**src/hw/cpuPkg.sv**
```systemverilog
package cpuPkg;

	//////////////////////////////////////////////////////////////////////
	// Data path widths
	//////////////////////////////////////////////////////////////////////

	// Integer data path
	localparam int DataWidth = 32;
	// GPR address, also the shift amount field
	localparam int RegAddrWidth = 5;
	// Tuse and Tnew hazard counts
	localparam int HazardCountWidth = 3;

	//////////////////////////////////////////////////////////////////////
	// Reset constants
	//////////////////////////////////////////////////////////////////////

	// PC held in EX/Mem after reset, start of the text segment
	localparam logic [DataWidth-1:0] ResetPc = 32'h0000_3000;
	// Tuse meaning "operand never read"
	localparam logic [HazardCountWidth-1:0] TuseIdle = 3'd7;

	//////////////////////////////////////////////////////////////////////
	// Multiply / divide timing
	//////////////////////////////////////////////////////////////////////

	// Busy edges after the start edge
	localparam int MultCycles = 5;
	localparam int DivCycles = 10;
	// Counter wide enough for the longer of the two
	localparam int CycleCountWidth = 4;

	//////////////////////////////////////////////////////////////////////
	// Enums
	//////////////////////////////////////////////////////////////////////

	// Operations that matter to the execute stage
	typedef enum logic [4:0] {
		opNop,
		opAddu,
		opSubu,
		opAnd,
		opOr,
		opXor,
		opNor,
		opSlt,
		opSltu,
		opSll,
		opSrl,
		opSra,
		opSllv,
		opLui,
		opOri,
		opAddiu,
		opLw,
		opSw,
		opMult,
		opMultu,
		opDiv,
		opDivu,
		opMfhi,
		opMflo,
		opMthi,
		opMtlo,
		opLink
	} opcodeT;

	// Operand source chosen by the hazard unit
	typedef enum logic [1:0] {
		fwdRegFile = 2'd0,
		fwdEx      = 2'd1,
		fwdMem     = 2'd2
	} fwdSelT;

endpackage

```
**src/hw/operandForward.sv**
```systemverilog
`timescale 1ns/100ps

module operandForward import cpuPkg::*;
(
	input  logic [DataWidth-1:0]        rsData,
	input  logic [DataWidth-1:0]        rtData,
	input  logic [DataWidth-1:0]        bypassEx,
	input  logic [DataWidth-1:0]        bypassMem,
	input  logic [DataWidth-1:0]        imm32,
	input  fwdSelT                      rsFwdSel,
	input  fwdSelT                      rtFwdSel,
	input  opcodeT                      opcode,
	input  logic [HazardCountWidth-1:0] tuseRs,
	input  logic [HazardCountWidth-1:0] tuseRt,
	input  logic [HazardCountWidth-1:0] tnew,
	output logic [DataWidth-1:0]        operandA,
	output logic [DataWidth-1:0]        operandB,
	output logic [DataWidth-1:0]        storeData,
	output logic [HazardCountWidth-1:0] tuseRsDec,
	output logic [HazardCountWidth-1:0] tuseRtDec,
	output logic [HazardCountWidth-1:0] tnewDec
);

	// Register value or one of the two bypass paths
	function automatic logic [DataWidth-1:0] pickSource(
		input fwdSelT               sel,
		input logic [DataWidth-1:0] regValue,
		input logic [DataWidth-1:0] exValue,
		input logic [DataWidth-1:0] memValue
	);
		case (sel)
			fwdEx:   return exValue;
			fwdMem:  return memValue;
			default: return regValue;
		endcase
	endfunction

	// One stage closer, saturating at zero
	function automatic logic [HazardCountWidth-1:0] countDown(
		input logic [HazardCountWidth-1:0] count
	);
		if (count != '0)
			return count - 1'b1;
		else
			return count;
	endfunction

	logic [DataWidth-1:0] rtForwarded;
	logic                 useImm;

	//////////////////////////////////////////////////////////////////////
	// Operand muxes
	//////////////////////////////////////////////////////////////////////

	assign operandA    = pickSource(rsFwdSel, rsData, bypassEx, bypassMem);
	assign rtForwarded = pickSource(rtFwdSel, rtData, bypassEx, bypassMem);

	// I-type ops take the immediate as second operand
	assign useImm   = opcode inside {opOri, opAddiu, opLui, opLw, opSw};
	assign operandB = useImm ? imm32 : rtForwarded;

	// Store data bypasses the immediate substitution
	assign storeData = rtForwarded;

	// Counts as seen one stage later
	assign tuseRsDec = countDown(tuseRs);
	assign tuseRtDec = countDown(tuseRt);
	assign tnewDec   = countDown(tnew);

	// Encoding 2'b11 is never a legal select
	always_comb
	begin
		assert ($isunknown(rsFwdSel) || rsFwdSel inside {fwdRegFile, fwdEx, fwdMem})
			else $error("operandForward: illegal rsFwdSel %0d", rsFwdSel);
		assert ($isunknown(rtFwdSel) || rtFwdSel inside {fwdRegFile, fwdEx, fwdMem})
			else $error("operandForward: illegal rtFwdSel %0d", rtFwdSel);
	end

endmodule

```
**config.mk**
```make
export PLATFORM = sky130hd
export DESIGN_NAME = operandForward
export DESIGN_NICKNAME = d
export VERILOG_FILES = /design/src/hw/cpuPkg.sv /design/src/hw/operandForward.sv
export SDC_FILE = /design/constraint.sdc
export NUM_CORES = 1
export LEC_CHECK = 0
export ABC_AREA = 1
export CELL_PAD_IN_SITES_DETAIL_PLACEMENT = 1
export CELL_PAD_IN_SITES_GLOBAL_PLACEMENT = 1
export CORE_AREA = 2 2 108 110
export DETAILED_ROUTE_END_ITERATION = 8
export DIE_AREA = 0 0 110 112
export DONT_BUFFER_PORTS = 1
export PLACE_DENSITY = 0.6
export SETUP_SLACK_MARGIN = 0.2
export SYNTH_ARGS = -nofsm -noshare
export SYNTH_HDL_FRONTEND = slang
export SYNTH_SLANG_ARGS = --single-unit
```
**constraint.sdc**
```tcl
create_clock -name vclk -period 1.6
set_input_delay 0.16 -clock vclk [all_inputs]
set_output_delay 0.16 -clock vclk [all_outputs]
set_load 0.005 [all_outputs]
```
==> results.toml <==
[synth]
ys_types = 15
synth_common_cells = "296 x nand2_1, 64 x a21oi_1, 37 x nor2_1, 31 x nand2_2, 22 x inv_1"
synth-warning-count = 0
netlist_top_cells_area = "nand2_1 48%, a21oi_1 14%, nand2_2 8.5%"
syn-instance-count = 506
syn_area_sq_um = 2293
synth_top_area_frac = 0.4845
syn_area_per_cell_sq_um = 4.533
yosysMostFrequentCell = "nand2_1"
synth_nets = 697
ys_seq_area_frac = 0
synth.largest_area_cell = "nand2_1"

[grt]
grt_overflow = 0
grt_use_total = 0.1657
grt_pass1_wl_mm = 16.24
grt_max_degree = 33
antenna_found_initial = 0
grt_pass1_vias = 3286

[timing]
fin_crit_sh = 0.8209
rsz0062_at_grt = "true"
period_minus_slack_ns = 1.313
fin_setup_tns_ns = 0
setup_viol = 0
slew_headroom = 0.6106
final-hold-violation-count = 0
worst_slew_pin_slew_ns = 0.5827
slew_viol_final = 0
max_freq_mhz = 761.4

[power_and_ir_drop]
switching_share = 0.6372
powerDensity_nw_per_um2 = 373.4
power_frac_seq = 0
p_sw_uw = 621.0
p_leak_uw = 0.001476
clockPowerShare = 0
ir_drop_mv = 0.1220
p_int_uw = 353.6
combPwrFrac = 1.000

[finish]
stdcell_count = 657
nClkBuffers = 0
seq_cells = 0
area_delta_synth_final_pct = 13.80
drive_gt1_frac = 0.1459
num-fill-cells = 1542
multi_input_area_sq_um = 2012
n_antenna_cell = 0
nets = 707
register_area_sq_um = 0

[placed_design]
place_congestion = 0.8511
dp_hpwl_mm = 9.520
numPortBuffers = 0
placed_cells = 656

[flow_run]
max_cap_viol_count = 0

[critical_path]
crit_family = "adder cells"
end_kind = "output port"
path_max_fanout = 20
cpMaxStageDelayCell = "ha_1"
cpMostUsedCell = "nand2_1"
slowest_delay_ns = 0.34
crit_path_cell_trace = "inv_1 > ha_1 > inv_2 > buf_8 > nand2_1 > nand2_2 > nand2_1 > nand2_1"
required_ns = 1.44
path_buf_inv = 3
arrival_ns = 1.15
startpoint_type = "primary input"
criticalPathCategory = "in2out"

[floorplan]
io_pins = 283
die_w_um = 110
initial_core_util = 0.2052
core_area_sq_um = 11170
die_area_sq_um = 12320
die_h_um = 112
fp-row-count = 39

[drt]
firstDrtPassIters = 4
num_vias = 3250
avgRoutedWirePerCell_um = 17.89
via_per_inst = 4.947
drt_iter0_drc = 120
post-route-drc-count = 0
wirelength_mm = 11.75
detail-route-antenna-nets = 0

[worst_hold_path]
min_path_type = "in2out"

[status]
status = "completed"

[clock_tree]
post_cts_buffers = 0
cts_hold_buf = 0
==> placed cells by master (no fill, tap or decap) <==
| cell type | instances |
|---|---|
| ha_1 | 13 |
| nor2_1 | 36 |
| a21oi_2 | 1 |
| nand3_1 | 3 |
| nor2_2 | 1 |
| o21ai_0 | 3 |
| buf_4 | 34 |
| buf_6 | 2 |
| nor2_4 | 2 |
| buf_8 | 1 |
| nand2_1 | 296 |
| nand2_2 | 31 |
| buf_12 | 2 |
| inv_2 | 1 |
| a21oi_1 | 63 |
| inv_1 | 22 |
| xnor2_1 | 3 |
==> power by group through the flow <==
| stage | sequential (uW) | combinational [uW] | clock (uW) |
|---|---|---|---|
| after CTS | 0 | 969 | 0 |
| final | 0 | 975 | 0 |
| after global routing | 0 | 1100 | 0 |
| after global placement | 0 | 942 | 0 |
| after detailed placement | 0 | 967 | 0 |
| after floorplan | 0 | 674 | 0 |
==> metrics by stage <==
step / area [sq um] / setup WS (ns) / util / total power, uW / hold slack [ns]
after floorplan: 2293 / 0.3672 / - / 674.0 / 0.3699
after global placement: 2577 / 0.2120 / 0.2307 / 941.8 / 0.3753
after detailed placement: 2577 / 0.1681 / 0.2307 / 967.1 / 0.3741
after CTS: 2577 / 0.1616 / 0.2307 / 968.9 / 0.3741
after global routing: 2610 / 0.1684 / 0.2336 / 1099 / 0.3966
final: 2610 / 0.2866 / 0.2336 / 974.5 / 0.3730
==> area by class of cell <==
| type | instances | area share |
|---|---|---|
| inverter | 23 | 0.03308 |
| multi-input combinational | 452 | 0.7709 |
| tap | 143 | 0.06855 |
| timing repair buffer | 39 | 0.1275 |
==> kinds of logic (layout without fill, tap and decap cells) <==
logic type | Yosys count | in the layout | synth area share
buffers and inverters | 55 | 62 | 0.1304
and+or+nand+nor | 368 | 369 | 0.6410
adders and majority gates | 13 | 13 | 0.07092
AOI/OAI and AO/OA | 67 | 67 | 0.1462
xor gates and xnor gates | 3 | 3 | 0.01146
==> layer usage <==
layer  GRT usage  vias to the layer above  wire length, um
met5           0                        -                0
met4     0.02447                        0              119
met3     0.01639                       10              822
met2      0.3252                      173             6236
met1      0.1911                     1507             4573
li1            -                     1560                -
==> worst paths after layout <==
| kind | depth (start not counted) | to | startpoint |
|---|---|---|---|
| worst max-delay path | 8 | operandB[27] | rtFwdSel[0] |
| worst min-delay path | 1 | tnewDec[0] | tnew[0] |
==> repair_timing <==
item | 4_1_cts | 5_1_grt
gates resized for setup | 0 | 7
setup endpoints to repair | 13 | 34
gates cloned | 0 | 1
Power figures use the tool's default switching activity.
