==> src/hw/cpuPkg.sv <==
package cpuPkg;

	//////////////////////////////////////////////////////////////////////
	// Data path widths
	//////////////////////////////////////////////////////////////////////

	// Integer data path
	localparam int DataWidth = 32;
	// GPR address, also the shift amount field
	localparam int RegAddrWidth = 5;
	// Tuse and Tnew hazard counts
	localparam int HazardCountWidth = 3;

	//////////////////////////////////////////////////////////////////////
	// Reset constants
	//////////////////////////////////////////////////////////////////////

	// PC held in EX/Mem after reset, start of the text segment
	localparam logic [DataWidth-1:0] ResetPc = 32'h0000_3000;
	// Tuse meaning "operand never read"
	localparam logic [HazardCountWidth-1:0] TuseIdle = 3'd7;

	//////////////////////////////////////////////////////////////////////
	// Multiply / divide timing
	//////////////////////////////////////////////////////////////////////

	// Busy edges after the start edge
	localparam int MultCycles = 5;
	localparam int DivCycles = 10;
	// Counter wide enough for the longer of the two
	localparam int CycleCountWidth = 4;

	//////////////////////////////////////////////////////////////////////
	// Enums
	//////////////////////////////////////////////////////////////////////

	// Operations that matter to the execute stage
	typedef enum logic [4:0] {
		opNop,
		opAddu,
		opSubu,
		opAnd,
		opOr,
		opXor,
		opNor,
		opSlt,
		opSltu,
		opSll,
		opSrl,
		opSra,
		opSllv,
		opLui,
		opOri,
		opAddiu,
		opLw,
		opSw,
		opMult,
		opMultu,
		opDiv,
		opDivu,
		opMfhi,
		opMflo,
		opMthi,
		opMtlo,
		opLink
	} opcodeT;

	// Operand source chosen by the hazard unit
	typedef enum logic [1:0] {
		fwdRegFile = 2'd0,
		fwdEx      = 2'd1,
		fwdMem     = 2'd2
	} fwdSelT;

endpackage

==> src/hw/exMemRegister.sv <==
`timescale 1ns/100ps

module exMemRegister import cpuPkg::*;
(
	input  logic                        clk,
	input  logic                        reset,
	input  opcodeT                      opcode,
	input  logic [DataWidth-1:0]        pc,
	input  logic [DataWidth-1:0]        aluResult,
	input  logic [DataWidth-1:0]        hi,
	input  logic [DataWidth-1:0]        lo,
	input  logic [DataWidth-1:0]        resFromId,
	input  logic [DataWidth-1:0]        storeData,
	input  logic [RegAddrWidth-1:0]     rs,
	input  logic [RegAddrWidth-1:0]     rt,
	input  logic [RegAddrWidth-1:0]     rd,
	input  logic [HazardCountWidth-1:0] tuseRsDec,
	input  logic [HazardCountWidth-1:0] tuseRtDec,
	input  logic [HazardCountWidth-1:0] tnewDec,
	output opcodeT                      opcodeMem,
	output logic [DataWidth-1:0]        pcMem,
	output logic [DataWidth-1:0]        aluOutMem,
	output logic [DataWidth-1:0]        storeDataMem,
	output logic [RegAddrWidth-1:0]     rsMem,
	output logic [RegAddrWidth-1:0]     rtMem,
	output logic [RegAddrWidth-1:0]     rdMem,
	output logic [HazardCountWidth-1:0] tuseRsMem,
	output logic [HazardCountWidth-1:0] tuseRtMem,
	output logic [HazardCountWidth-1:0] tnewMem
);

	logic [DataWidth-1:0] stageResult;

	// Value already finished in decode wins, e.g. link address
	always_comb
	begin
		if (tnewDec == '0 && rd != '0)
			stageResult = resFromId;
		else if (opcode == opMfhi)
			stageResult = hi;
		else if (opcode == opMflo)
			stageResult = lo;
		else
			stageResult = aluResult;
	end

	//////////////////////////////////////////////////////////////////////
	// EX/Mem pipeline register, no stall so loads every cycle
	//////////////////////////////////////////////////////////////////////

	always_ff @(posedge clk)
	begin
		if (reset)
		begin
			opcodeMem    <= opNop;
			pcMem        <= ResetPc;
			aluOutMem    <= '0;
			storeDataMem <= '0;
			rsMem        <= '0;
			rtMem        <= '0;
			rdMem        <= '0;
			tuseRsMem    <= TuseIdle;
			tuseRtMem    <= TuseIdle;
			tnewMem      <= '0;
		end
		else
		begin
			opcodeMem    <= opcode;
			pcMem        <= pc;
			aluOutMem    <= stageResult;
			storeDataMem <= storeData;
			rsMem        <= rs;
			rtMem        <= rt;
			// Write-back target
			rdMem        <= rd;
			tuseRsMem    <= tuseRsDec;
			tuseRtMem    <= tuseRtDec;
			tnewMem      <= tnewDec;
		end
	end

endmodule

==> config.mk <==
export PLATFORM = sky130hd
export DESIGN_NAME = exMemRegister
export DESIGN_NICKNAME = d
export VERILOG_FILES = /design/src/hw/cpuPkg.sv /design/src/hw/exMemRegister.sv
export SDC_FILE = /design/constraint.sdc
export NUM_CORES = 1
export LEC_CHECK = 0
export ABC_AREA = 0
export BUFFER_PORTS_ARGS = -buffer_cell sky130_fd_sc_hd__clkbuf_2
export CAP_MARGIN = 25
export CELL_PAD_IN_SITES_DETAIL_PLACEMENT = 1
export CELL_PAD_IN_SITES_GLOBAL_PLACEMENT = 2
export CORE_ASPECT_RATIO = 0.5
export CORE_MARGIN = 3
export CORE_UTILIZATION = 21
export DETAILED_ROUTE_END_ITERATION = 8
export PLACE_DENSITY = 0.87
export SLEW_MARGIN = 0
export SYNTH_ARGS = -nofsm -noshare
export SYNTH_HDL_FRONTEND = slang
export SYNTH_SLANG_ARGS = --single-unit
export TNS_END_PERCENT = 20
==> constraint.sdc <==
create_clock -name clk -period 1.5 [get_ports clk]
set_input_delay 0.15 -clock clk [delete_from_list [all_inputs] [get_ports clk]]
set_output_delay 0.15 -clock clk [all_outputs]
set_load 0.05 [all_outputs]
==> summary.md <==
| Metric | Value |
|---|---|
| Max-slew violation count | 0 |
| Syn_area_per_cell | about 12 um2 |
| Die area | around 22000 um2 |
| Area growth from synthesis to layout | 93.5% |
| GP Congestion | 0.759 |
| Max Cap Violations | 0 |
| Final ANT Viol Nets | 0 |
| Final total power | 9.68 mW |
| Worst-Margin Slew | 0.463 ns |
| Worst path cell trace | dlygate4sd3_1, clkbuf_2, and4b_2, buf_12, mux2i_1, o2bb2ai_2 |
| CTS tree | done |
| Synthesized net count | 569 |
| Yosys top cell by area | dfxtp_1 |
| Crit-path max FO | 32 |
| Net Switching | 2.83 mW |
| Placed inst area | 6380 um2 |
| Final antenna diode count | 0 |
| Initial antenna violation count | 0 |
| Worst Path Buf+Inv | 3 |
| Nets | about 1.0k |
| Power Internal | 6.85 mW |
| DP HPWL | between 10000 and 15000 um |
| Most frequent cells in the layout | 345 x clkbuf_2, 125 x dfxtp_1, 122 x dlygate4sd3_1 |
| Vias in the first global route | 4957 |
| Hold path startpoint | aluResult[2] |
| DRT iter0 DRCs | 99 |
| Top post-synthesis cells by area | dfxtp_1 58%, nor2b_1 12%, mux2i_1 7.5% |
| Min Clock Period, post-route | 1.43 ns |
| Top cell family by delay on the critical path | buffers and inverters |
| Final hold violations | 0 |
| Commonest non-fill, non-tap cell in the layout | clkbuf_2 |
| Highest clock rate | 0.697 GHz |
| Synth warn | 0 |
| Fin area | between 8000 and 9000 um2 |
| Num rows | 36 |
| Sequential power share | 37.0% |
| Layout fillers | 2284 |
| Largest stage delay, worst path | 0.54 ns |
| Port Buffers | ~350 |
| Core ar. | 19700 um2 |
| CP required | 1.80 ns |
| Maximum vdd drop | about 0.72 mV |
| Synth unique cells | 20 |
| Register area share after synthesis | between 50% and 60% |
| Slowest library cell on the worst path | dlygate4sd3_1 |
| Final WL | 19200 um |
| Pin count of the biggest net entering global routing | 69 |
| Share of layout cells above drive strength 1 | 49.7% |
| Tot GR Track Use | 16.5% |
| Crit path from | opcode[3] |
| CTS root buffer | clkbuf_16 |
| Setup ws final | 0.0652 ns |
| Pwr/cell area | 1170 nW/um2 |
| Worst setup SP type | input port |
| Rel. slew slack | 68.9% |
| DP Worst Slack | 0.103 ns |
| Wire length per cell | ~17 um |
| Drt via density | 4.06 |
| # DRC | 0 |
| Crit path arrival time | between 1.5 and 2 ns |
| Clk pwr share | between 40% and 50% |
| Worst Hold Slack | 0.0199 ns |
| Top-Level Pins | 348 |
| CP Class | in -> reg |
| Synth top area share | approximately 58% |
| CP Capture Type | flop |
| Final setup fails | 0 |
| Die Width | around 210 um |
| Starting density of the core | a little over a fifth |
| Clk pin slew, worst setup/hold paths | 0.06 ns |
| RSZ-0062 raised after global routing | no |
| Hold Crit Class | in -> reg |
| Setup_tns | 0 ns |
| Global-route wire length before repair | 27900 um |
| Cells after Synth | 346 |
| DR vias | 4478 |
| Leakage | 3.93 nW |
| #FFs+latches synth | 125 |
| Status | finished, final reports clean |
| CTS sink cnt | ~130 |
| TritonCTS buffer count | 17 |
| Clock Path Buffers | 2 |
| Sw frac | 29.2% |
| Cell Area, Synth | 4290 um2 |
| Htree depth | 4 |
| Comb pwr share | between 20% and 30% |
| TritonRoute pass-1 iters | 4 |
| Total gr overflow | 0 |
| Period utilization | 95.7% |
| Die Span Y | 107 um |
## synth_stat cells, drive strengths merged
cell       n
dfxtp    125
nor2b     85
mux2      32
mux2i     32
o2bb2ai   32
buf       13
clkbuf    11
or2        8
nor3       3
a21oi      1
a2bb2oi    1
and4b      1
nor2       1
or4        1
## metal layers
layer | wire length [um] | global-route usage (%)
met3 | 728 | 4.06
met1 | 6820 | 16.3
met5 | 0 | 0
met4 | 512 | 5.67
met2 | 11100 | 33.8
## power by group through the flow
stage | registers [mW] | clock network, mW | logic (mW)
3_3_place_gp | 3.65 | 0 | 1.62
3_5_place_dp | 3.65 | 0 | 1.64
4_1_cts | 3.58 | 4.28 | 1.91
5_1_grt | 3.60 | 4.45 | 2.04
6_report | 3.58 | 4.16 | 1.93
2_1_floorplan | 4.35 | 0 | 0.325
## sequential cells by signal, summed over array words and instances, names as in the netlist, 5 cells and up
name	cells
opcodeMem	5
rdMem	5
storeDataMem	32
rsMem	5
rtMem	5
aluOutMem	32
pcMem	32
## layout make-up
class | instances | area, um2 | share of cell area (%)
tap | 266 | 333 | 4.01
sequential | 125 | 2500 | 30.2
clock buffer | 21 | 460 | 5.55
timing repair buffer | 483 | 3180 | 38.4
clock inverter | 11 | 134 | 1.61
multi-input combinational | 197 | 1690 | 20.3
## cell families (layout without fill, tap and decap cells)
group                  Yosys count  count (layout)  synth area share, %
buffers and inverters           24             515                 3.03
AOI/OAI and AO/OA               34              34                 7.12
DFF                            125             125                 58.3
muxes                           64              64                 16.8
and+or+nand+nor                 99              99                 14.7
## through the flow
step | util, % | instances
3_3_place_gp | 32.4 | 945
5_1_grt | 42.1 | 1103
3_5_place_dp | 32.4 | 945
6_report | 42.1 | 1103
2_1_floorplan | - | 346
4_1_cts | 41.6 | 1100
## tightest hold or removal path, delay by kind of cell
family / cells / cell delay (ns)
multiplexers: 1 / 0.05
buffers and inverters: 1 / 0.07
AO/OA/AOI/OAI: 1 / 0.12
## repair_timing
item                                   4_1_cts  5_1_grt
setup buffers                                0        1
setup endpoints to repair                    0       32
endpoints found under the hold margin      123        0
gates resized for setup                      0        3
hold buffers                               123        0
## path summary, 6_finish.rpt
kind | to | slack (ns) | cells after the start
worst min-delay path | aluOutMem[2]$_SDFF_PP0_ | 0.02 | 3
worst max-delay path | aluOutMem[7]$_SDFF_PP0_ | 0.07 | 6
No activity file was read; power rests on OpenSTA's default activity.
